## src/design/zbus_settings.svh

```systemverilog
/*
 * Z80 sound bus subsystem
 * Widths, address windows and the open-bus value shared by the design
 */
`ifndef ZBUS_SETTINGS_SVH
`define ZBUS_SETTINGS_SVH

// Bus widths
`define ZBUS_MAIN_ADDR_W 24
`define ZBUS_MAIN_DATA_W 16
`define ZBUS_Z80_ADDR_W 16
`define ZBUS_BYTE_W 8
`define ZBUS_ADDR_W 15
`define ZRAM_ADDR_W 13
`define ZBUS_BANK_W 9

// Value returned for unmapped or unavailable space
`define ZBUS_OPEN_BUS 8'hFF

// Main bus decode
`define ZBUS_MAIN_WIN 8'hA0
`define ZBUS_CTRL_BUSREQ 24'hA11100
`define ZBUS_CTRL_RESET 24'hA11200

// Z80 page 6000-60FF holds the bank register
`define ZBUS_BANK_PAGE 7'h60

`endif

```

## src/design/zbus_pkg.sv

```systemverilog
/*
 * Z80 sound bus types
 * Request and response records for both requesters, control register
 * write record and the arbiter enums
 */
`include "zbus_settings.svh"

package zbus_pkg;

	// ------------------------------------------------
	// Main (68000 side) bus
	// ------------------------------------------------
	typedef struct packed {
		logic                          valid;
		logic                          write;
		logic [`ZBUS_MAIN_ADDR_W-1:0]  addr;
		logic                          uds_n;
		logic                          lds_n;
		logic [`ZBUS_MAIN_DATA_W-1:0]  wdata;
	} main_req_t;

	typedef struct packed {
		logic                          ack;
		logic [`ZBUS_MAIN_DATA_W-1:0]  rdata;
	} main_rsp_t;

	// ------------------------------------------------
	// Z80 side bus
	// ------------------------------------------------
	typedef struct packed {
		logic                          valid;
		logic                          write;
		logic [`ZBUS_Z80_ADDR_W-1:0]   addr;
		logic [`ZBUS_BYTE_W-1:0]       wdata;
	} z80_req_t;

	typedef struct packed {
		logic                          ack;
		logic [`ZBUS_BYTE_W-1:0]       rdata;
	} z80_rsp_t;

	// Write strobe into the bus request / reset registers
	typedef struct packed {
		logic we;
		logic sel_reset;
		logic bit8;
	} ctrl_wr_t;

	typedef enum logic {SRC_MAIN, SRC_Z80} zbus_src_e;

	typedef enum logic [1:0] {ZB_IDLE, ZB_READ, ZB_FINISH} zbus_state_e;

endpackage

```

## src/design/z80_ctrl_regs.sv

```systemverilog
/*
 * Z80 control registers
 * Bus request and Z80 reset as seen from the main bus, with the
 * bus-free flag that lets the main side onto the Z80 bus
 */
`timescale 1ns/1ps

module z80_ctrl_regs (
	input  logic               MCLK,
	input  logic               reset,
	input  zbus_pkg::ctrl_wr_t ctrl_wr,
	output logic               z80_busreq_n,
	output logic               z80_reset_n,
	output logic               busak_n,
	output logic               zbus_free
);

	// ------------------------------------------------
	// Register writes
	// ------------------------------------------------
	// Bus request is written as active high data bit 8,
	// held inverted like the Z80 pin
	always_ff @(posedge MCLK) begin
		if (reset) begin
			z80_busreq_n <= 1'b1;
			z80_reset_n  <= 1'b0;
		end else if (ctrl_wr.we) begin
			if (ctrl_wr.sel_reset) begin
				z80_reset_n <= ctrl_wr.bit8;
			end else begin
				z80_busreq_n <= ~ctrl_wr.bit8;
			end
		end
	end

	// ------------------------------------------------
	// Status
	// ------------------------------------------------
	// Z80 is off the bus only while requested and out of reset
	assign zbus_free = ~z80_busreq_n & z80_reset_n;

	// Acknowledge as read back at A11100
	assign busak_n = ~zbus_free;

endmodule

```

## config.mk

```make
export PLATFORM = sky130hd
export DESIGN_NAME = z80_ctrl_regs
export DESIGN_NICKNAME = d
export VERILOG_FILES = /design/src/design/zbus_pkg.sv /design/src/design/z80_ctrl_regs.sv
export VERILOG_INCLUDE_DIRS = /design/src /design/src/design
export SDC_FILE = /design/constraint.sdc
export NUM_CORES = 1
export LEC_CHECK = 0
export BUFFER_PORTS_ARGS = -buffer_cell sky130_fd_sc_hd__buf_4
export CAP_MARGIN = 10
export CELL_PAD_IN_SITES_DETAIL_PLACEMENT = 1
export CELL_PAD_IN_SITES_GLOBAL_PLACEMENT = 1
export CORE_AREA = 2 2 39 41
export CTS_CLUSTER_DIAMETER = 60
export DETAILED_ROUTE_END_ITERATION = 8
export DIE_AREA = 0 0 41 43
export PLACE_DENSITY = 0.42
export SYNTH_ARGS = -nofsm -noshare
export SYNTH_HDL_FRONTEND = slang
export SYNTH_SLANG_ARGS = --single-unit
```

## constraint.sdc

```tcl
create_clock -name MCLK -period 1.66 [get_ports MCLK]
set_input_delay 0.083 -clock MCLK [delete_from_list [all_inputs] [get_ports MCLK]]
set_output_delay 0.083 -clock MCLK [all_outputs]
set_load 0.1 [all_outputs]
```

==> results of run 1 <==
-- state kept, by name, summed over array words and instances (netlist names) --
register      count
z80_reset_n       1
z80_busreq_n      1
-- where the power goes --
group	switching [W]	internal [W]	leakage, nW
Combinational	0.0000269	0.0000142	0.0545
Clock	0.0000317	0.0000895	0.0150
Sequential	0.00000251	0.0000502	0.0167
-- final cells by class --
cell class	count	area, um2	share of cell area [%]
multi-input cells	8	62.56	28.25
repair buffers	8	60.06	27.12
flip-flops and latches	2	45.04	20.34
inverters	1	7.507	3.390
well taps	16	20.02	9.040
clock buffers	4	26.28	11.86
-- metrics by stage --
stage | util (%) | total power, W | TNS, ns | std cells | worst slack, ns
after global routing | 16.00 | 0.0002333 | 0 | 39 | 0.4687
after floorplan | - | 0.00007960 | -0.2291 | 11 | -0.2291
after global placement | 14.10 | 0.00009403 | 0 | 35 | 0.7846
final | 16.00 | 0.0002151 | 0 | 39 | 0.5377
after CTS | 16.00 | 0.0002234 | 0 | 39 | 0.5156
after detailed placement | 14.10 | 0.00009497 | 0 | 35 | 0.7781
-- path summary, 6_finish.rpt --
path,from,to,slack (ns),cells past startpoint
max,z80_reset_n$_SDFFE_PP0P_,busak_n,0.54,3
min,reset,z80_reset_n$_SDFFE_PP0P_,0.01,2
max reg2reg,z80_reset_n$_SDFFE_PP0P_,z80_reset_n$_SDFFE_PP0P_,0.93,2
min reg2reg,z80_busreq_n$_SDFFE_PP1P_,z80_busreq_n$_SDFFE_PP1P_,0.54,2
-- metal layers --
| metal | GRT usage [%] | vias up |
|---|---|---|
| met5 | 0 | - |
| met3 | 5.236 | 2 |
| li1 | - | 61 |
| met1 | 4.473 | 52 |
| met2 | 5.000 | 11 |
| met4 | 8.000 | 0 |
-- cell usage after synthesis, drive strengths merged --
master,number
a21bo,1
a21oi,2
dfxtp,2
inv,1
nand2b,1
nand3,1
nor2,1
nor2b,1
nor4bb,1
-- cells by family (layout without fill, tap and decap cells) --
kind of cell | count (synthesis) | count (layout) | synth area share [%]
buffers and inverters | 1 | 13 | 3.794
flip-flops | 2 | 2 | 40.51
AND/OR/NAND/NOR | 5 | 5 | 31.65
AO/OA/AOI/OAI | 3 | 3 | 24.05
==> metrics.txt, run 1 <==
status complete, no violations; Tightest Pin Transition 0.2791 ns; crit-path cells nor2b_4, clkinvlp_4, buf_4; clk buf depth 2; largest area contributor in the netlist dfxtp_1; FILL cells 166; PwrDens 971.2 nW/um2; largest cells by area after synthesis dfxtp_1 (41%), a21bo_1 (10%), nor4bb_1 (10%); startpoint types register; Worst path max stage delay 0.34 ns; Area after DPL 195.2 um2; CTS tree yes; Synth Net Count 16; first-pass detailed-route iteration total 2; Clock Sink Count 2; Total Routed Length 293 um; commonest non-fill, non-tap cell in the layout buf_4; Buf+Inv Stages, Crit Path 2; Post-layout nets 29; routability cong. 0.6160; Slew Limit Fails 0; drt initial violations 2; overflow left after global routing 0; Syn Std Cell Area 98.85 um2; commonest cells after routing, fill and taps aside buf_4 (8), clkbuf_4 (3); hold slack 0.01192 ns; Inserted Diodes 0; Syn Area/Cell 8.986 um2; Slew headroom 81.54%; Std-Cell Rows 14; Post-CTS Hold Fix Bufs 0; crit end category output pin; Clock transition at path regs 0.04 ns; area delta synth->final 124.0%; WS Path Type register to output pin; period utilization 67.61%; #FFs+latches synth 2; critical-path maximum fanout 3; post-layout min period 1.122 ns; DRT met1 WL 125 um; max-cap viol count 0; largest net degree at the start of global routing 5; proportion of layout cells with a drive suffix above 1 69.57%; full die area 1763 um2; family with the most delay on the worst path flip-flops; Worst VDD drop 0.0001707 V; root buffer cell clkbuf_4; number of port buffers 8; Die X 41 um; WP data required 1.58 ns; TritonCTS Buffers 3; Tot GR Track Use 5.210%; RSZ-0062 raised after global routing no; DR WL met3 60 um; vias in the first global route 134; Syn Inst Count 11; initial antenna violation count 0; highest routed layer met4; maximum clock rate 891.0 MHz; Worst Clk Skew 0 ns; register area share after synthesis 40.51%; clk_lat worst skew 0.22 ns; IO Pins 9; post-synth top area share 40.51%; WP data arrival 1.04 ns; vias after detailed routing 126; Yosys warnings 0; final instance area 221.5 um2; Unique masters post-synth 10; vias per cell 3.231; DR DRC count 0; Die Y 43 um; post_cts resized 0; count of final setup violators 0; H-tree Lvls 1; leakage power 0.08624 nW; initial core utilization 7.143%; post-CTS setup buffers 0; Hold WC Path Type input port to register; core area 1384 um2; WL/cell 7.513 um; Final Hold Fails 0; ANT nets after route 0; CP max-delay cell dfxtp_4; DR WL met2 91 um; first-pass GRT wire length 496 um
(Power assumes the default switching activity.)
==> run 2, diff against run 1 <==
ABC_AREA = 1   (was default)
PLACE_DENSITY = 0.44   (was 0.42)
clock period = 1.15 ns   (was 1.66 ns; I/O delays follow)
==> run 2 against run 1 <==
Global-route usage is 0.30 points higher. Die area stayed put. Sequential share of layout area is 0.88 points lower. Critical endpoint unchanged. Largest power group unchanged.
==> metrics.txt, run 2 <==
maximum clock rate 920.9 MHz; Inserted Diodes 0 (unchanged); post-synth top area share 40.51% (unchanged); vias per cell 3.022 (was 3.231); Finished Layout Cells 45 (was 39); Synth Net Count 22 (was 16); DR WL met2 103 um (was 91 um); drt initial violations 7 (was 2); Post-layout nets 35 (was 29); Syn Std Cell Area 98.85 um2 (unchanged); vias after detailed routing 136 (was 126); clk buf depth 2 (unchanged); mux share of post-synthesis cell area 0% (unchanged); Slew headroom 81.47% (was 81.54%); Buf+Inv Stages, Crit Path 3 (was 2); crit end category output pin (unchanged); Area after DPL 197.7 um2 (was 195.2 um2); initial antenna violation count 0 (unchanged); commonest non-fill, non-tap cell in the layout buf_4 (unchanged); post-layout min period 1.086 ns; initial core utilization 7.143% (unchanged); DRT met1 WL 163 um (was 125 um); area delta synth->final 134.2% (was 124.0%); core area 1384 um2 (unchanged); reg2reg path depth 4 (was 2); Unique masters post-synth 5 (was 10); largest area contributor in the netlist dfxtp_1 (unchanged); largest net degree at the start of global routing 4 (was 5); Post-Synth XOR/XNOR Area 0% (unchanged); Final Hold Fails 0 (unchanged); overflow left after global routing 0 (unchanged); first-pass detailed-route iteration total 4 (was 2); hold path depth 3 (was 2); family with the most delay on the worst path flip-flops (unchanged); leakage power 0.1163 nW (was 0.08624 nW); RSZ-0062 raised after global routing no (unchanged); final instance area 231.5 um2 (was 221.5 um2); Worst VDD drop 0.0003082 V (was 0.0001707 V); highest routed layer met3 (was met4); Die X 41 um (unchanged); Die Y 43 um (unchanged); Hold WC Path Type input port to register (unchanged); Compound-Gate Fraction of Synth Area 0% (was 24.05%); proportion of layout cells with a drive suffix above 1 55.17% (was 69.57%); max-cap viol count 0 (unchanged); largest family of logic cells by synthesized area simple AND/OR/NAND/NOR gates (unchanged); ANT nets after route 0 (unchanged); TritonCTS Buffers 3 (unchanged); largest cells by area after synthesis dfxtp_1 (41%), inv_1 (19%), nand2_1 (19%) (was dfxtp_1 (41%), a21bo_1 (10%), nor4bb_1 (10%)); first-pass GRT wire length 552 um (was 496 um); status complete, no violations (unchanged); root buffer cell clkbuf_4 (unchanged); top flop regs z80_busreq_n (1), z80_reset_n (1) (unchanged); #FFs+latches synth 2 (unchanged); vias in the first global route 120 (was 134); clk_lat worst skew 0.22 ns (about the same); full die area 1763 um2 (unchanged); CTS tree yes (unchanged); Tot GR Track Use 5.506% (was 5.210%); period utilization 94.43%; asr flop ratio synth 0% (unchanged); Total Routed Length 318 um (was 293 um); pre-CTS WS 0.2823 ns (was 0.7781 ns); Syn Inst Count 17 (was 11); Tightest Pin Transition 0.2803 ns (was 0.2791 ns); HPWL Detailed 245.4 um; critical-path maximum fanout 2 (was 3); stages on the worst setup path 4 (was 3); PwrDens 1487 nW/um2 (was 971.2 nW/um2); number of port buffers 8 (unchanged); DR DRC count 0 (unchanged); area share of and/or/nand/nor cells after synthesis 40.51% (was 31.65%); CP max-delay cell dfxtp_4 (unchanged); Main synth FF type dfxtp_1 (unchanged); crit-path cells inv_4, nor2_4, clkinvlp_4, buf_6 (was nor2b_4, clkinvlp_4, buf_4); Post-Synth Adder-Cell Area 0% (unchanged); EDFF count, synth 0 (unchanged); IO Pins 9 (unchanged); routability cong. 0.6042 (was 0.6160); WP data required 1.09 ns (was 1.58 ns); Clock Sink Count 2 (unchanged); Worst Setup Slack, final 0.06409 ns (was 0.5377 ns); Syn Area/Cell 5.814 um2 (was 8.986 um2); register area share after synthesis 40.51% (unchanged); Worst path max stage delay 0.35 ns (was 0.34 ns); DR WL met3 50 um (was 60 um); Std-Cell Rows 14 (unchanged); Clock transition at path regs 0.04 ns (about the same); WS Path Type register to output pin (unchanged); Post-synth top cells inv_1 (5), nand2_1 (5), nor2_1 (3); H-tree Lvls 1 (unchanged); count of final setup violators 0 (unchanged); Slew Limit Fails 0 (unchanged); WL/cell 7.067 um (was 7.513 um); Worst Clk Skew 0 ns (unchanged); commonest cells after routing, fill and taps aside buf_4 (6), nand2_1 (5), inv_1 (3), clkbuf_4 (3) (was buf_4 (8), clkbuf_4 (3)); Yosys warnings 0 (unchanged); WP data arrival 1.03 ns (was 1.04 ns); startpoint types register (unchanged); placed insts 41 (was 35)
==> run 2: cell types whose count changed in the layout (fill, tap and decap cells not counted), sizes merged <==
cell and change:
nor4bb -1, nor2b -1, nor2 +2, nand3 +1
inv +4, a21bo -1, a21oi -2, nand2b -1
nand2 +5
==> run 2: report_power, final <==
part / switching (W) / total [W] / internal (W)
clock: 0.0000486 / 0.000178 / 0.000129
sequential: 0.00000535 / 0.0000799 / 0.0000746
combinational: 0.0000622 / 0.0000863 / 0.0000241
==> run 2: final timing paths <==
path                               end                       from  slack [ns]
max reg2reg   z80_reset_n$_SDFFE_PP0P_   z80_reset_n$_SDFFE_PP0P_        0.52
max                            busak_n   z80_reset_n$_SDFFE_PP0P_        0.06
min reg2reg  z80_busreq_n$_SDFFE_PP1P_  z80_busreq_n$_SDFFE_PP1P_        0.51
min          z80_busreq_n$_SDFFE_PP1P_                      reset        0.05
==> run 2: through the flow <==
| stage | utilization [%] | total power (W) | TNS, ns | hold slack (ns) |
|---|---|---|---|---|
| after detailed placement | 14.29 | 0.0001665 | 0 | 0.2811 |
| after floorplan | - | 0.0001417 | -0.7142 | 0.1771 |
| after CTS | 16.18 | 0.0003578 | 0 | 0.03920 |
| after global placement | 14.29 | 0.0001648 | 0 | 0.2668 |
| after global routing | 16.73 | 0.0003790 | 0 | 0.06298 |
| final | 16.73 | 0.0003443 | 0 | 0.05130 |
==> run 2: final cells by class <==
class	count	area, um2
inverters	5	25.02
well taps	16	20.02
clock buffers	4	26.28
fillers	181	1152
repair buffers	8	67.56
multi-input cells	10	47.55
flip-flops and latches	2	45.04
==> run 2: kinds of logic after synthesis <==
family	Yosys count
buffers and inverters	5
DFF	2
and+or+nand+nor	10
==> run 2: layer usage <==
layer | global-route usage [%] | vias to the layer above
li1 | - | 73
met1 | 6.369 | 54
met2 | 4.375 | 9
met3 | 6.283 | 0
met4 | 6.000 | 0
met5 | 0 | -
==> run 2: what timing repair did <==
action                                  in CTS  in global routing
hold buffers                                 0                  0
resized for setup                            0                  2
endpoints found under the setup margin       0                  2
endpoints found under the hold margin        0                  0
setup buffers                                0                  0
==> run 2: worst register-to-register path: cells and delay by family (launching register included) <==
| kind | cells | cell delay [ns] |
|---|---|---|
| flops | 1 | 0.34 |
| simple gates | 3 | 0.13 |
| buf+inv | 1 | 0.06 |
==> run 3, diff against run 2 <==
BUFFER_PORTS_ARGS = default   (was -buffer_cell sky130_fd_sc_hd__buf_4)
DONT_BUFFER_PORTS = 1   (was default)
PLACE_DENSITY = 0.35   (was 0.44)
SKIP_LAST_GASP = 1   (was default)
==> run 3 against run 2 <==
Sequential share of layout area grew 0.54 points. Largest power group unchanged. Non-clock buffer count decreased by 1. Critical endpoint is now zbus_free. Sequential cell count did not move. Global-route usage is 0.70 points lower.
==> metrics.txt, run 3 (synthesized netlist as in run 2, its figures left out) <==
status complete, no violations (unchanged); commonest non-fill, non-tap cell in the layout nand2_1 (was buf_4); core area 1384 um2 (unchanged); Inserted Diodes 0 (unchanged); Worst path max stage delay 0.35 ns (about the same); Multi-input gate area 47.55 um2 (unchanged); Post-layout nets 34 (was 35); hold_sp ctrl_wr[2] (was reset); first-pass GRT wire length 517 um (was 552 um); FILL cells 168 (was 181); max-cap viol count 0 (unchanged); pre-CTS WS 0.2922 ns (was 0.2823 ns); WS Path Type register to output pin (unchanged); WP data required 1.09 ns (about the same); Slew Limit Fails 0 (unchanged); Tot GR Track Use 4.805% (was 5.506%); PwrDens 1506 nW/um2 (was 1487 nW/um2); vias per cell 2.955 (was 3.022); first-pass detailed-route iteration total 3 (was 4); hold path depth 2 (was 3); Die Y 43 um (unchanged); startpoint types register (unchanged); count of final setup violators 0 (unchanged); Die X 41 um (unchanged); Worst R2R Setup Slack 0.42 ns (was 0.52 ns); crit end category output pin (unchanged); Worst R2R Start z80_reset_n$_SDFFE_PP0P_ (unchanged); vias in the first global route 141 (was 120); proportion of layout cells with a drive suffix above 1 46.43% (was 55.17%); CP max-delay cell dfxtp_4 (unchanged); hold worst-path end z80_busreq_n$_SDFFE_PP1P_ (unchanged); critical-path maximum fanout 2 (unchanged); Worst Clk Skew 0 ns (unchanged); clk_lat worst skew 0.22 ns (about the same); sequential cell area 45.04 um2 (unchanged); routability cong. 0.6024 (was 0.6042); WP data arrival 1.04 ns (was 1.03 ns); crit-path cells inv_4, nor2_4, buf_4 (was inv_4, nor2_4, clkinvlp_4, buf_6); number of port buffers 0 (was 8); period utilization 95.05% (was 94.43%); initial antenna violation count 0 (unchanged); Worst VDD drop 0.0001799 V (was 0.0003082 V); maximum clock rate 914.8 MHz (was 920.9 MHz); reg2reg path depth 5 (was 4); Final Core Density 16.27% (was 16.73%); top flop regs z80_busreq_n (1), z80_reset_n (1) (unchanged); overflow left after global routing 0 (unchanged); largest net degree at the start of global routing 4 (unchanged); ANT nets after route 0 (unchanged); CTS tree yes (unchanged); total power 0.0003391 W (was 0.0003443 W); clk buf depth 2 (unchanged); Worst Setup Slack, final 0.05689 ns (was 0.06409 ns); area delta synth->final 127.8% (was 134.2%); Slew headroom 81.50% (was 81.47%); WL/cell 7.136 um (was 7.067 um); full die area 1763 um2 (unchanged); root buffer cell clkbuf_4 (unchanged); post-layout min period 1.093 ns (was 1.086 ns); Total Routed Length 314 um (was 318 um); RSZ-0062 raised after global routing no (unchanged); Final Hold Fails 0 (unchanged); H-tree Lvls 1 (unchanged); vias after detailed routing 130 (was 136); leakage power 0.1091 nW (was 0.1163 nW); initial core utilization 7.143% (unchanged); Std-Cell Rows 14 (unchanged); IO Pins 9 (unchanged); reg-to-reg endpoint z80_reset_n$_SDFFE_PP0P_ (unchanged); Clock Sink Count 2 (unchanged); Clock transition at path regs 0.04 ns (about the same); Setup TNS 0 ns (unchanged); TritonCTS Buffers 3 (unchanged); commonest cells after routing, fill and taps aside nand2_1 (5), buf_4 (4), inv_1 (3), clkbuf_4 (3) (was buf_4 (6), nand2_1 (5), inv_1 (3), clkbuf_4 (3)); Tightest Pin Transition 0.2798 ns (was 0.2803 ns); DR DRC count 0 (unchanged); drt initial violations 2 (was 7); Hold WC Path Type input port to register (unchanged)
-- run 3: cell count changes in the layout (fill, tap and decap cells not counted), sizes merged --
cell,before,now
buf,8,5
dlygate4sd3,0,2
-- run 3: area by class of cell --
class / count / area share, %
timing repair buffer: 7 / 27.22
multi-input combinational: 10 / 21.11
sequential: 2 / 20.00
clock buffer: 4 / 11.67
inverter: 5 / 11.11
tap: 16 / 8.889
-- run 3: critical path: cells and delay by family (launching register included) --
family | cells | cell delay (ns)
buffers and inverters | 2 | 0.34
flip-flops | 1 | 0.35
AND/OR/NAND/NOR | 1 | 0.12
-- run 3: repair_timing --
item	4_1_cts	5_1_grt
endpoints found under the setup margin	0	1
hold endpoints to repair	2	0
resized for setup	0	1
hold buffers	2	0
setup buffers	0	0
-- run 3: worst max-delay path by stage --
stage / from / endpoint / cells past startpoint
detailed placement: z80_reset_n$_SDFFE_PP0P_ / busak_n / 4
floorplan: z80_reset_n$_SDFFE_PP0P_ / busak_n / 3
CTS: z80_reset_n$_SDFFE_PP0P_ / busak_n / 4
finish: z80_reset_n$_SDFFE_PP0P_ / zbus_free / 3
global route: z80_reset_n$_SDFFE_PP0P_ / zbus_free / 3
global placement: z80_reset_n$_SDFFE_PP0P_ / zbus_free / 3
-- run 3: power breakdown --
part           switching (W)  internal [W]  leakage (nW)
logic              0.0000599     0.0000222        0.0772
registers         0.00000549     0.0000746        0.0169
clock network      0.0000475      0.000129        0.0150
total               0.000113      0.000226         0.109
-- run 3: through the flow --
stage,cell area [um2],cells,hold slack (ns)
floorplan,117.6,17,0.1771
global placement,175.2,38,0.1895
detailed placement,175.2,38,0.1999
CTS,221.5,44,0.001574
global route,225.2,44,0.03240
finish,225.2,44,0.008956
-- run 3: per-layer routing --
| layer | global-route usage, % | up-vias | routed length, um |
|---|---|---|---|
| li1 | - | 70 | - |
| met1 | 5.732 | 51 | 137 |
| met2 | 4.688 | 9 | 117 |
| met3 | 1.571 | 0 | 59 |
| met4 | 8.000 | 0 | 0 |
| met5 | 0 | - | 0 |
