File: src/design/zbus_settings.svh
/*
 * Z80 sound bus subsystem
 * Widths, address windows and the open-bus value shared by the design
 */
`ifndef ZBUS_SETTINGS_SVH
`define ZBUS_SETTINGS_SVH

// Bus widths
`define ZBUS_MAIN_ADDR_W 24
`define ZBUS_MAIN_DATA_W 16
`define ZBUS_Z80_ADDR_W 16
`define ZBUS_BYTE_W 8
`define ZBUS_ADDR_W 15
`define ZRAM_ADDR_W 13
`define ZBUS_BANK_W 9

// Value returned for unmapped or unavailable space
`define ZBUS_OPEN_BUS 8'hFF

// Main bus decode
`define ZBUS_MAIN_WIN 8'hA0
`define ZBUS_CTRL_BUSREQ 24'hA11100
`define ZBUS_CTRL_RESET 24'hA11200

// Z80 page 6000-60FF holds the bank register
`define ZBUS_BANK_PAGE 7'h60

`endif

File: src/design/zbus_pkg.sv
/*
 * Z80 sound bus types
 * Request and response records for both requesters, control register
 * write record and the arbiter enums
 */
`include "zbus_settings.svh"

package zbus_pkg;

	// ------------------------------------------------
	// Main (68000 side) bus
	// ------------------------------------------------
	typedef struct packed {
		logic                          valid;
		logic                          write;
		logic [`ZBUS_MAIN_ADDR_W-1:0]  addr;
		logic                          uds_n;
		logic                          lds_n;
		logic [`ZBUS_MAIN_DATA_W-1:0]  wdata;
	} main_req_t;

	typedef struct packed {
		logic                          ack;
		logic [`ZBUS_MAIN_DATA_W-1:0]  rdata;
	} main_rsp_t;

	// ------------------------------------------------
	// Z80 side bus
	// ------------------------------------------------
	typedef struct packed {
		logic                          valid;
		logic                          write;
		logic [`ZBUS_Z80_ADDR_W-1:0]   addr;
		logic [`ZBUS_BYTE_W-1:0]       wdata;
	} z80_req_t;

	typedef struct packed {
		logic                          ack;
		logic [`ZBUS_BYTE_W-1:0]       rdata;
	} z80_rsp_t;

	// Write strobe into the bus request / reset registers
	typedef struct packed {
		logic we;
		logic sel_reset;
		logic bit8;
	} ctrl_wr_t;

	typedef enum logic {SRC_MAIN, SRC_Z80} zbus_src_e;

	typedef enum logic [1:0] {ZB_IDLE, ZB_READ, ZB_FINISH} zbus_state_e;

endpackage

File: src/design/zbus_arbiter.sv
/*
 * Z80 bus arbiter
 * Idle/read/finish machine shared by the main bus and the Z80, with
 * address decode for both sides and the Z80 bank register
 */
`timescale 1ns/1ps

`include "zbus_settings.svh"

module zbus_arbiter (
	input  logic                     MCLK,
	input  logic                     reset,
	input  zbus_pkg::main_req_t      main_req,
	output zbus_pkg::main_rsp_t      main_rsp,
	input  zbus_pkg::z80_req_t       z80_req,
	output zbus_pkg::z80_rsp_t       z80_rsp,
	output zbus_pkg::ctrl_wr_t       ctrl_wr,
	input  logic                     zbus_free,
	input  logic                     busak_n,
	input  logic                     z80_reset_n,
	output logic [`ZRAM_ADDR_W-1:0]  ram_addr,
	output logic                     ram_we,
	output logic [`ZBUS_BYTE_W-1:0]  ram_wdata,
	input  logic [`ZBUS_BYTE_W-1:0]  ram_rdata,
	output logic [`ZBUS_BANK_W-1:0]  bank_addr
);

	import zbus_pkg::*;

	localparam logic [`ZBUS_BYTE_W-1:0] OPEN_BUS = `ZBUS_OPEN_BUS;

	zbus_state_e state;
	zbus_src_e   src;

	logic main_ack;
	logic z80_ack;
	logic [`ZBUS_MAIN_DATA_W-1:0] main_rdata;
	logic [`ZBUS_BYTE_W-1:0]      z80_rdata;

	// Decode of the incoming requests
	logic [`ZBUS_ADDR_W-1:0] main_int_addr;
	logic [`ZBUS_BYTE_W-1:0] main_wbyte;
	logic main_in_win;
	logic main_ram;
	logic main_is_busreq;
	logic main_is_reset;
	logic z80_ram;
	logic z80_bank;
	logic main_go;
	logic z80_go;

	// What the accepted request reads back
	logic rd_ram;
	logic rd_ctrl;
	logic ctrl_bit;
	logic [`ZBUS_BYTE_W-1:0]      rd_byte;
	logic [`ZBUS_MAIN_DATA_W-1:0] ctrl_word;

	// ------------------------------------------------
	// Address decode
	// ------------------------------------------------
	always_comb begin
		// Byte address on the Z80 bus
		// uds_n low selects the even byte
		main_int_addr  = {main_req.addr[14:1], main_req.uds_n};
		main_wbyte     = main_req.uds_n ? main_req.wdata[7:0] : main_req.wdata[15:8];
		main_in_win    = main_req.addr[`ZBUS_MAIN_ADDR_W-1 -: 8] == `ZBUS_MAIN_WIN;
		main_ram       = main_in_win & ~main_int_addr[14];
		main_is_busreq = main_req.addr == `ZBUS_CTRL_BUSREQ;
		main_is_reset  = main_req.addr == `ZBUS_CTRL_RESET;

		// RAM and its mirror at 0000-3FFF
		z80_ram  = z80_req.addr[15:14] == 2'b00;
		z80_bank = ~z80_req.addr[15] & (z80_req.addr[14:8] == `ZBUS_BANK_PAGE);
	end

	// Main wins when both are waiting
	assign main_go = (state == ZB_IDLE) & main_req.valid & ~main_ack;
	assign z80_go  = (state == ZB_IDLE) & z80_req.valid & ~z80_ack & ~main_go;

	// Control register write lands on the acceptance edge
	always_comb begin
		ctrl_wr.we        = main_go & main_req.write & (main_is_busreq | main_is_reset);
		ctrl_wr.sel_reset = main_is_reset;
		ctrl_wr.bit8      = main_req.wdata[8];
	end

	// ------------------------------------------------
	// State machine and handshake
	// ------------------------------------------------
	always_ff @(posedge MCLK) begin
		if (reset) begin
			state     <= ZB_IDLE;
			src       <= SRC_MAIN;
			ram_we    <= 1'b0;
			main_ack  <= 1'b0;
			z80_ack   <= 1'b0;
			bank_addr <= '0;
		end else begin
			ram_we <= 1'b0;

			// Ack drops once the requester lets go of valid
			if (!main_req.valid) begin
				main_ack <= 1'b0;
			end
			if (!z80_req.valid) begin
				z80_ack <= 1'b0;
			end

			case (state)
				ZB_IDLE: begin
					if (main_go) begin
						src    <= SRC_MAIN;
						ram_we <= main_req.write & main_ram & zbus_free;
						state  <= ZB_READ;
					end else if (z80_go) begin
						src    <= SRC_Z80;
						ram_we <= z80_req.write & z80_ram;
						// Serial load of data bit 0 into the top bit
						if (z80_req.write && z80_bank) begin
							bank_addr <= {z80_req.wdata[0], bank_addr[`ZBUS_BANK_W-1:1]};
						end
						state <= ZB_READ;
					end
				end
				ZB_READ: begin
					state <= ZB_FINISH;
				end
				ZB_FINISH: begin
					if (src == SRC_MAIN) begin
						main_ack <= 1'b1;
					end else begin
						z80_ack <= 1'b1;
					end
					state <= ZB_IDLE;
				end
				default: begin
					state <= ZB_IDLE;
				end
			endcase
		end
	end

	// ------------------------------------------------
	// Address, write data and read data
	// ------------------------------------------------
	always_ff @(posedge MCLK) begin
		if (main_go) begin
			ram_addr  <= main_int_addr[`ZRAM_ADDR_W-1:0];
			ram_wdata <= main_wbyte;
			// Main side sees open bus while the Z80 owns it
			rd_ram    <= main_ram & zbus_free;
			rd_ctrl   <= main_is_busreq | main_is_reset;
			ctrl_bit  <= main_is_reset ? z80_reset_n : busak_n;
		end else if (z80_go) begin
			ram_addr  <= z80_req.addr[`ZRAM_ADDR_W-1:0];
			ram_wdata <= z80_req.wdata;
			rd_ram    <= z80_ram;
			rd_ctrl   <= 1'b0;
		end

		if (state == ZB_FINISH) begin
			if (src == SRC_MAIN) begin
				main_rdata <= rd_ctrl ? ctrl_word : {rd_byte, rd_byte};
			end else begin
				z80_rdata <= rd_byte;
			end
		end
	end

	assign rd_byte = rd_ram ? ram_rdata : OPEN_BUS;

	// Status on data bit 8 with the rest of the word high
	assign ctrl_word = {OPEN_BUS[7:1], ctrl_bit, OPEN_BUS};

	assign main_rsp = {main_ack, main_rdata};
	assign z80_rsp  = {z80_ack, z80_rdata};

endmodule

File: config.mk
export PLATFORM = sky130hd
export DESIGN_NAME = zbus_arbiter
export DESIGN_NICKNAME = d
export VERILOG_FILES = /design/src/design/zbus_pkg.sv /design/src/design/zbus_arbiter.sv
export VERILOG_INCLUDE_DIRS = /design/src /design/src/design
export SDC_FILE = /design/constraint.sdc
export NUM_CORES = 1
export LEC_CHECK = 0
export BUFFER_PORTS_ARGS = -buffer_cell sky130_fd_sc_hd__buf_2
export CORE_AREA = 2 2 89 70
export CTS_CLUSTER_SIZE = 8
export DETAILED_ROUTE_END_ITERATION = 10
export DIE_AREA = 0 0 91 72
export PLACE_DENSITY = 0.8
export SYNTH_ARGS = -nofsm -noshare
export SYNTH_HDL_FRONTEND = slang
export SYNTH_SLANG_ARGS = --single-unit
File: constraint.sdc
create_clock -name MCLK -period 5.25 [get_ports MCLK]
set_input_delay 0.525 -clock MCLK [delete_from_list [all_inputs] [get_ports MCLK]]
set_output_delay 0.525 -clock MCLK [all_outputs]
set_load 0.01 [all_outputs]
==> summary.md, run 1 <==
| Metric | Value |
|---|---|
| Status | complete, no violations |
| Cells after synthesis | ~190 |
| Initial Util | 0.441 |
| Share of layout cells above drive strength 1 | 0.545 |
| Grt ovf | 0 |
| Setup bufs post-CTS | 0 |
| Post-CTS sizing | 0 |
| NumNets Final | roughly 410 |
| CTS tree | yes |
| Yosys reg bits | 56 |
| Post-DRT Antenna Nets | 0 |
| H-tree levels | 2 |
| Residual DRC count | 0 |
| Tot Pwr | around 1.0 mW |
| Fillcell total | roughly 500 |
| Crit path cell chain | nor4b_4 -> buf_4 -> nand3_1 -> nor3_1 -> and2_1 -> buf_2 |
| Worst slew pin tran | around 680 ps |
| Global-route wire length before repair | between 9000 and 10000 um |
| Worst min-delay path category | in2reg |
| CP required | about 4700 ps |
| Cts-stage hold buffer count | 0 |
| Count of cell types in the netlist | 32 |
| I/O pins | approximately 140 |
| Setup slack at placement | between 2000 and 3000 ps |
| Crit path max-delay family | simple AND/OR/NAND/NOR gates |
| Num rows | 24 |
| Largest net degree at the start of global routing | 36 |
| Worst Setup Start Kind | flip-flop |
| Final setup viols | 0 |
| Die Ht | a little over 70 um |
| DR vias | 1970 |
| Clk_lat worst skew | between 300 and 400 ps |
| Area leader, netlist | edfxtp_1 |
| Worst-path fanout max | 35 |
| DR pass1 iterations | 4 |
| Sequential fraction of the synthesis area | 0.615 |
| RSZ-0062 raised after global routing | no |
| Synthesized area per cell | 13.0 um^2 |
| Die X | 91 um |
| FF-to-FF Start | state[0]$_SDFFE_PP0P_ |
| Clock sinks | 56 |
| ANT cells | 0 |
| Vias in the first global route | ~2000 |
| TNS Setup | 0 ps |
| Hold Startpoint | z80_req[25] |
| R2r setup slk | approximately 3100 ps |
| CP Capture Point | ctrl_wr[2] |
| Largest cells by area after synthesis | edfxtp_1, dfxtp_1, mux2_2 |
| Largest stage delay on the critical path | 400 ps |
| Finished Layout Cells | approximately 400 |
| MaxCap Viol Count | 0 |
| Metal-1 WL | 2580 um |
| Main synth FF type | edfxtp_1 |
| Yosys warns | 0 |
| Met2 Wirelength | roughly 2600 um |
| Met3 WL post-DR | between 400 and 500 um |
| Initial DRC count | 61 |
| Final hold vios | 0 |
| Area of the multi-input gates | between 800 and 900 um^2 |
| Fin crit period | around 2600 ps |
| Core box area | roughly 5600 um^2 |
| Cts bufs inserted | 5 |
| GRT Util Overall | 0.182 |
| Post-detail-place hpwl | about 4500 um |
| Arr. time, crit path | between 2000 and 2500 ps |
| Util after Layout | 0.587 |
| CP max-delay cell | dfxtp_1 |
| I/O Buffers | 141 |
| Fmax | ~380 MHz |
| Top post-synthesis cells by count | edfxtp_1, nand2b_1, dfxtp_1, mux2_2, a21oi_1 |
| Pleak | approximately 1.4 nW |
| Rel. slew slack | 0.538 |
| DR WL/cell | around 14 um |
| Worst setup margin | 2600 ps |
| Worst setup EP type | primary output |
| Post-synth ARST share | 0 |
| Setup Crit Path Kind | reg2out |
| Setup Skew | between 8 and 9 ps |
| Via-per-instance ratio | between 4 and 5 |
| Initial antenna violation count | 0 |
| Area Overhead vs Synth | 33.1% |
| Worst R2R End | ram_we$_SDFF_PP0_ |
| Crit path from | state[0]$_SDFFE_PP0P_ |
| Worst-path clk slew | around 100 ps |
| Synth Cell Area | roughly 2500 um^2 |
| Die area | around 6600 um^2 |
| Uppermost layer routed | met4 |
| Post-synth EDFFs | 41 |
| DRT Wirelength | 5760 um |
| Post-route clock period utilization | 0.504 |
| Maximum VDD drop | 151 uV |
| Worst r2r path cells | 5 |
| Critical path depth | 6 |
| Clock Path Buffers | 2 |
| Syn nets | approximately 270 |
| WHS Path Cells | 3 |
| Placed cell count | 395 |
| Worst Path Buf+Inv | 2 |
| Synth top area share | 0.495 |
| Max-slew violations | 0 |
| Gpl congestion | around 0.84 |
| Most common cell in the synthesized netlist | edfxtp_1 |
| Register area | 1530 um^2 |
| Root Driver | clkbuf_8 |
| Pwr Density | 303 nW/um^2 |
-- per-stage QoR --
stage / cell area [um^2] / hold WS, ps
after floorplan: 2490 / 477
after global placement: 3200 / 473
after detailed placement: 3200 / 477
after CTS: 3310 / 455
after global routing: 3310 / 445
final: 3310 / 463
-- layer usage --
layer  global-route usage  up-vias
met2                0.297       85
met4               0.0724        0
met5                    0        -
met1                0.233      906
li1                     -      964
met3               0.0488       15
-- report_power, final --
part           leakage [nW]  internal (mW)  switching, mW
sequential            0.506          0.528         0.0171
clock                0.0541          0.141          0.139
combinational         0.879         0.0833         0.0947
-- cell usage in the layout, fill, tap and decap left out --
cell	n
buf_2	141
edfxtp_1	41
nand2b_1	16
mux2_2	15
dfxtp_1	15
a21oi_1	14
mux2i_1	13
nor2_1	13
or2_2	9
nand3_1	6
nor4b_1	5
clkbuf_8	5
o21ai_0	4
nor4_1	2
nand4_1	2
nor3_1	2
nor3b_1	2
nand2_1	2
buf_4	2
nor4b_4	1
nor4b_2	1
nor4bb_1	1
nand4b_1	1
xnor2_1	1
and2_1	1
and3b_1	1
o32ai_1	1
or4_1	1
or3_1	1
a2111oi_1	1
and2_0	1
and3_1	1
clkinvlp_4	1
bufinv_16	1
clkinv_2	1
-- flip-flops by register name, summed over array words and instances, names as in the netlist --
signal,count
bank_addr,9
rd_ctrl,1
src,1
ram_we,1
main_rdata,9
z80_ack,1
ram_addr,13
ctrl_bit,1
rd_ram,1
state,2
main_ack,1
z80_rdata,8
ram_wdata,8
-- how the worst min path moves through the flow --
stage / slack [ps] / endpoint
floorplan: 480 / src$_SDFFE_PP0P_
global route: 440 / z80_ack$_SDFF_PP0_
global placement: 470 / bank_addr[0]$_SDFFE_PP0P_
finish: 460 / z80_ack$_SDFF_PP0_
detailed placement: 480 / bank_addr[0]$_SDFFE_PP0P_
CTS: 450 / z80_ack$_SDFF_PP0_
-- cells by family (layout without fill, tap and decap cells) --
group                  after synthesis  in the layout  share of synthesized area
AO/OA/AOI/OAI                       20             20                     0.0437
buffers and inverters               17            151                     0.0422
AND/OR/NAND/NOR                     69             69                      0.175
flip-flops                          56             56                      0.615
multiplexers                        28             28                      0.120
XOR/XNOR                             1              1                    0.00352
-- layout make-up --
class | instances | area share
Clock buffer | 5 | 0.0208
Sequential cell | 56 | 0.462
Tap cell | 78 | 0.0295
Clock inverter | 3 | 0.0128
Multi-Input combinational cell | 118 | 0.257
Timing Repair Buffer | 143 | 0.218
-- tightest hold or removal path: stages --
cell	delay, ps
buf_2	90
a21oi_1	50
nor2_1	70
No activity file was read; power rests on OpenSTA's default activity.
==> run 2, diff against run 1 <==
--- a/config.mk
+++ b/config.mk
@@ -7,11 +7,11 @@
 export NUM_CORES = 1
 export LEC_CHECK = 0
 export BUFFER_PORTS_ARGS = -buffer_cell sky130_fd_sc_hd__buf_2
-export CORE_AREA = 2 2 89 70
+export CORE_AREA = 2 2 90 71
 export CTS_CLUSTER_SIZE = 8
 export DETAILED_ROUTE_END_ITERATION = 10
-export DIE_AREA = 0 0 91 72
-export PLACE_DENSITY = 0.8
+export DIE_AREA = 0 0 92 73
+export PLACE_DENSITY = 0.78
 export SYNTH_ARGS = -nofsm -noshare
 export SYNTH_HDL_FRONTEND = slang
 export SYNTH_SLANG_ARGS = --single-unit
==> constraint.sdc (replaced) <==
create_clock -name MCLK -period 2.54 [get_ports MCLK]
set_input_delay 0.254 -clock MCLK [delete_from_list [all_inputs] [get_ports MCLK]]
set_output_delay 0.254 -clock MCLK [all_outputs]
set_load 0.01 [all_outputs]
==> run 2 against run 1 <==
  * Register-to-register slack worse by 2500 ps
  * Sequential power up 110%
  * Cell area down 0.79%
  * Sequential share of layout area rose by 0.37 points
  * Global-route usage fell by 1.3 points
  * Combinational power grew 100%
  * Critical path type unchanged
==> summary.md, run 2 (same netlist as run 1, synthesis figures left out) <==
| Metric | Value |
|---|---|
| Fmax | between 400 and 500 MHz |
| GRT Util Overall | 0.168 (was 0.182) |
| Post-detail-place hpwl | 4350 um (was 4500 um) |
| Initial antenna violation count | 0 (unchanged) |
| DR WL/cell | 13.6 um (was 14.3 um) |
| Maximum VDD drop | 306 uV (was 151 uV) |
| Grt ovf | 0 (unchanged) |
| Placed cell count | 398 (was 395) |
| DRT Wirelength | 5540 um (was 5760 um) |
| Share of layout cells above drive strength 1 | 0.538 (was 0.545) |
| Fin crit period | around 2100 ps |
| Worst slew pin tran | 610 ps (was 683 ps) |
| Die Ht | 73 um (was 72 um) |
| Via-per-instance ratio | 4.83 (was 4.89) |
| Num rows | 25 (was 24) |
| FF-to-FF Start | state[0]$_SDFFE_PP0P_ (unchanged) |
| Setup Crit Path Kind | reg2out (unchanged) |
| Clock Path Buffers | 2 (unchanged) |
| Fillcell total | 557 (was 501) |
| TNS Setup | 0 ps (unchanged) |
| Setup bufs post-CTS | 0 (unchanged) |
| Status | complete, no violations (unchanged) |
| I/O Buffers | 141 (unchanged) |
| ANT cells | 0 (unchanged) |
| Worst min-delay path category | in2reg (unchanged) |
| Arr. time, crit path | 1840 ps (was 2120 ps) |
| RSZ-0062 raised after global routing | no (unchanged) |
| Worst-path fanout max | 7 (was 35) |
| Area Overhead vs Synth | 32.1% (was 33.1%) |
| Clock group share of total power | 0.233 (was 0.280) |
| CTS tree | yes (unchanged) |
| Clk_lat worst skew | 300 ps (was 310 ps) |
| Rel. slew slack | 0.587 (was 0.538) |
| Setup Skew | 9.93 ps (was 8.83 ps) |
| Sequential share of power | 0.579 (was 0.543) |
| Comb pwr share | 0.187 (was 0.177) |
| Clock sinks | 56 (unchanged) |
| Cts-stage hold buffer count | 0 (unchanged) |
| Post-route cell area | 3290 um^2 (was 3310 um^2) |
| Residual DRC count | 0 (unchanged) |
| Most flops, register | ram_addr (unchanged) |
| Initial DRC count | 91 (was 61) |
| Worst Setup Start Kind | flip-flop (unchanged) |
| Worst-path clk slew | 90 ps (was 100 ps) |
| Max reg flops | 13 (unchanged) |
| Leading cell type in the layout, fill and taps excluded | buf_2 (unchanged) |
| Biggest regs | ram_addr x13, bank_addr x9, main_rdata x9 (unchanged) |
| H-tree levels | 2 (unchanged) |
| CP required | 2290 ps (was 4720 ps) |
| Finished Layout Cells | 406 (was 403) |
| Max-slew violations | 0 (unchanged) |
| Placed Area | 3210 um^2 (was 3200 um^2) |
| Initial Util | 0.419 (was 0.441) |
| DR vias | 1962 (was 1970) |
| MaxCap Viol Count | 0 (unchanged) |
| Post-route clock period utilization | 0.824 |
| Most frequent cells in the layout | buf_2, edfxtp_1, nand2b_1, mux2_2, dfxtp_1 (unchanged) |
| Hold Startpoint | z80_req[25] (unchanged) |
| Post-DRT Antenna Nets | 0 (unchanged) |
| Switching part of the total | 0.251 (was 0.250) |
| Pwr Density | 592 nW/um^2 (was 303 nW/um^2) |
| R2r setup slk | 660 ps (was 3130 ps) |
| Tot Pwr | 1.94 mW (was 1.00 mW) |
| Die X | 92 um (was 91 um) |
| NumNets Final | 407 (unchanged) |
| Pleak | 1.43 nW (was 1.44 nW) |
| Post-CTS sizing | 0 (unchanged) |
| Vias in the first global route | 1905 (was 1953) |
| Final setup viols | 0 (unchanged) |
| Worst setup EP type | primary output (unchanged) |
| Net load switching power | 0.488 mW (was 0.251 mW) |
| Pint | 1.46 mW (was 0.752 mW) |
| DR pass1 iterations | 5 (was 4) |
| Cts bufs inserted | 5 (unchanged) |
| Largest net degree at the start of global routing | 33 (was 36) |
| Global-route wire length before repair | 8800 um (was 9320 um) |
| Final hold vios | 0 (unchanged) |
| Core box area | 5940 um^2 (was 5650 um^2) |
| Crit path from | state[0]$_SDFFE_PP0P_ (unchanged) |
| Root Driver | clkbuf_8 (unchanged) |
| Gpl congestion | 0.744 (was 0.842) |
| Die area | 6720 um^2 (was 6550 um^2) |
| I/O pins | 143 (unchanged) |
[run 2: final timing paths]
| kind | endpoint | depth (start not counted) |
|---|---|---|
| worst min register to register | bank_addr[0]$_SDFFE_PP0P_ | 2 |
| worst max-delay path | ctrl_wr[2] | 5 |
| worst max register to register | ram_we$_SDFF_PP0_ | 4 |
| worst min-delay path | z80_ack$_SDFF_PP0_ | 3 |
[run 2: cell type report]
class                           count  area, um^2  share of cell area
Sequential cell                    56        1530               0.466
Clock inverter                      1        5.00             0.00152
Tap cell                           81         101              0.0308
Multi-Input combinational cell    118         852               0.259
Timing Repair Buffer              143         721               0.219
Clock buffer                        7        76.3              0.0232
[run 2: stage by stage]
stage / hold slack, ps / utilization / setup WS (ps)
detailed placement: 479 / 0.539 / 659
global placement: 464 / 0.539 / 703
floorplan: 395 / - / 769
global route: 210 / 0.553 / 288
finish: 204 / 0.553 / 446
CTS: 198 / 0.553 / 385
[run 2: power groups by stage]
| stage | logic [mW] | registers, mW | clock network (mW) |
|---|---|---|---|
| after floorplan | 0.166 | 1.18 | 0 |
| after global placement | 0.363 | 1.15 | 0 |
| after detailed placement | 0.369 | 1.15 | 0 |
| after CTS | 0.370 | 1.13 | 0.469 |
| after global routing | 0.403 | 1.14 | 0.500 |
| final | 0.364 | 1.13 | 0.454 |
[run 2: critical path, stage by stage, from the launching register on]
cell	delay [ps]
dfxtp_1	400
nor4b_4	390
nand3_1	180
nor3_1	280
and2_1	160
buf_2	130
[run 2: routing by layer]
layer  track usage  part of all wire  vias up
met4        0.0481            0.0092        0
met2         0.292              0.48       92
met3        0.0610             0.096        6
met1         0.199              0.42      901
met5             0                 0        -
li1              -                 -      963
==> run 3, diff against run 2 <==
==> constraint.sdc (replaced) <==
create_clock -name MCLK -period 2.1 [get_ports MCLK]
set_input_delay 0.21 -clock MCLK [delete_from_list [all_inputs] [get_ports MCLK]]
set_output_delay 0.21 -clock MCLK [all_outputs]
set_load 0.01 [all_outputs]
==> run 3 against run 2 <==
  * Core utilization is 0.82 points higher
  * Sequential cell count stayed put
  * Combinational power up 28%
  * Wire length grew 4.4%
  * Non-clock buffer count up 3
  * Clock-buffer cell count fell by 2
  * First-iteration DRC count fell by 11%
  * Hold slack lost 61 ps
  * Critical endpoint unchanged
==> summary.md, run 3 (same netlist as run 1, synthesis figures left out) <==
| Metric | Value |
|---|---|
| Status | complete, no violations (unchanged) |
| Post-DRT Antenna Nets | 0 (unchanged) |
| Max reg flops | 13 (unchanged) |
| GRT Util Overall | 0.177 (was 0.168) |
| Worst-path clk slew | 100 ps (was 90 ps) |
| Clock Path Buffers | 2 (unchanged) |
| Cts-stage hold buffer count | 0 (unchanged) |
| DRT Wirelength | 5780 um (was 5540 um) |
| Worst r2r path cells | 4 (unchanged) |
| DR WL/cell | 14.1 um (was 13.6 um) |
| Area of the multi-input gates | 852 um^2 (unchanged) |
| Post-route clock period utilization | 0.951 |
| Tot Pwr | 2.42 mW (was 1.94 mW) |
| Setup Skew | 8.05 ps (was 9.93 ps) |
| Worst setup EP type | primary output (unchanged) |
| Die X | 92 um (unchanged) |
| WHS Path Cells | 3 (unchanged) |
| NumNets Final | 410 (was 407) |
| Die Ht | 73 um (unchanged) |
| Setup Crit Path Kind | reg2out (unchanged) |
| Worst Setup Start Kind | flip-flop (unchanged) |
| Crit path cell chain | nor4b_4 -> nand3_1 -> nor3_1 -> and2_1 -> buf_2 (unchanged) |
| Fin crit period | ~2000 ps |
| FF-to-FF Start | state[0]$_SDFFE_PP0P_ (unchanged) |
| Worst slew pin tran | 575 ps (was 610 ps) |
| Rel. slew slack | 0.611 (was 0.587) |
| Initial Util | 0.419 (unchanged) |
| Worst min-delay path category | in2reg (unchanged) |
| Fillcell total | 563 (was 557) |
| DR vias | 1954 (was 1962) |
| Core box area | 5940 um^2 (unchanged) |
| Gpl congestion | 0.796 (was 0.744) |
| Util after Layout | 0.561 (was 0.553) |
| Register area | 1530 um^2 (unchanged) |
| Residual DRC count | 0 (unchanged) |
| CP required | 1890 ps (was 2290 ps) |
| Pleak | 1.45 nW (was 1.43 nW) |
| Clk_lat worst skew | 300 ps (about the same) |
| ANT cells | 0 (unchanged) |
| Cts bufs inserted | 5 (unchanged) |
| Pwr Density | 727 nW/um^2 (was 592 nW/um^2) |
| Leading cell type in the layout, fill and taps excluded | buf_2 (unchanged) |
| Num rows | 25 (unchanged) |
| Largest net degree at the start of global routing | 25 (was 33) |
| H-tree levels | 2 (unchanged) |
| Placed Area | 3240 um^2 (was 3210 um^2) |
| Worst setup margin | 104 ps (was 446 ps) |
| Max-slew violations | 0 (unchanged) |
| R2r setup slk | 210 ps (was 660 ps) |
| Grt ovf | 0 (unchanged) |
| Crit path max-delay family | simple AND/OR/NAND/NOR gates (unchanged) |
| DR pass1 iterations | 4 (was 5) |
| Worst Path Buf+Inv | 1 (unchanged) |
| Area Overhead vs Synth | 34.0% (was 32.1%) |
| Fmax | roughly 500 MHz |
| Initial antenna violation count | 0 (unchanged) |
| Most flops, register | ram_addr (unchanged) |
| I/O pins | 143 (unchanged) |
| Setup slack at placement | 207 ps (was 659 ps) |
| Worst-path fanout max | 7 (unchanged) |
| TNS Setup | 0 ps (unchanged) |
| CP max-delay cell | dfxtp_1 (unchanged) |
| CTS tree | yes (unchanged) |
| Die area | 6720 um^2 (unchanged) |
| Post-route cell area | 3340 um^2 (was 3290 um^2) |
| Arr. time, crit path | 1790 ps (was 1840 ps) |
| Final setup viols | 0 (unchanged) |
| Global-route wire length before repair | 9230 um (was 8800 um) |
| Root Driver | clkbuf_8 (unchanged) |
| Worst R2R End | ram_we$_SDFF_PP0_ (unchanged) |
| Worst hold endpoint | z80_ack$_SDFF_PP0_ (unchanged) |
| Post-detail-place hpwl | 4650 um (was 4350 um) |
| Setup bufs post-CTS | 0 (unchanged) |
| I/O Buffers | 141 (unchanged) |
| Biggest regs | ram_addr x13, bank_addr x9, main_rdata x9 (unchanged) |
| Post-CTS sizing | 0 (unchanged) |
| Initial DRC count | 81 (was 91) |
| Most frequent cells in the layout | buf_2, edfxtp_1, nand2b_1, mux2_2, dfxtp_1 (unchanged) |
| Clock sinks | 56 (unchanged) |
| MaxCap Viol Count | 0 (unchanged) |
| Vias in the first global route | 1981 (was 1905) |
| RSZ-0062 raised after global routing | no (unchanged) |
| Via-per-instance ratio | 4.78 (was 4.83) |
| Maximum VDD drop | 337 uV (was 306 uV) |
| Final hold vios | 0 (unchanged) |
| Hold Startpoint | z80_req[25] (unchanged) |
| Largest stage delay on the critical path | 410 ps (was 400 ps) |
| Share of layout cells above drive strength 1 | 0.549 (was 0.538) |
run 3: cell types whose count changed in the layout (fill, tap and decap cells not counted), sizes merged:
| cell | change |
|---|---|
| clkinv | +1 |
| buf | +3 |
| clkbuf | -2 |
| inv | +1 |
run 3: how the worst max path moves through the flow:
stage / startpoint / endpoint / slack [ps] / cells after the start
final: state[0]$_SDFFE_PP0P_ / ctrl_wr[2] / 100 / 5
after floorplan: state[0]$_SDFFE_PP0P_ / ram_addr[11]$_DFFE_PP_ / 330 / 3
after global placement: state[0]$_SDFFE_PP0P_ / ram_we$_SDFF_PP0_ / 280 / 4
after detailed placement: state[0]$_SDFFE_PP0P_ / ram_we$_SDFF_PP0_ / 210 / 4
after CTS: state[0]$_SDFFE_PP0P_ / ctrl_wr[2] / 60 / 5
after global routing: state[0]$_SDFFE_PP0P_ / ram_we$_SDFF_PP0_ / 0.3 / 4
run 3: layout make-up:
cell class                 instances  area share
sequential                        56       0.459
multi-input combinational        118       0.255
timing repair buffer             146       0.227
tap                               81      0.0304
clock buffer                       5      0.0206
clock inverter                     3     0.00788
run 3: worst reg2reg max path, cell delays in order (launching register included):
cell and delay (ps):
dfxtp_1 410, nor4b_2 430, nand2_1 170, or4_1 420, a2111oi_1 350
run 3: where the power goes:
group | switching [mW] | internal [mW]
logic | 0.239 | 0.227
registers | 0.0455 | 1.32
clock network | 0.350 | 0.244
total | 0.635 | 1.79
run 3: layer usage:
metal | part of all wire | wire, um | global-route usage | up-vias
li1 | - | - | - | 967
met1 | 0.41 | 2350 | 0.204 | 907
met5 | 0 | 0 | 0 | -
met3 | 0.077 | 444 | 0.0517 | 2
met2 | 0.51 | 2960 | 0.328 | 78
met4 | 0.0050 | 29 | 0.0448 | 0
run 3: per-stage QoR:
stage	hold WS (ps)	instances
after global routing	131	409
final	143	409
after CTS	129	409
after floorplan	351	191
after detailed placement	461	401
after global placement	450	401
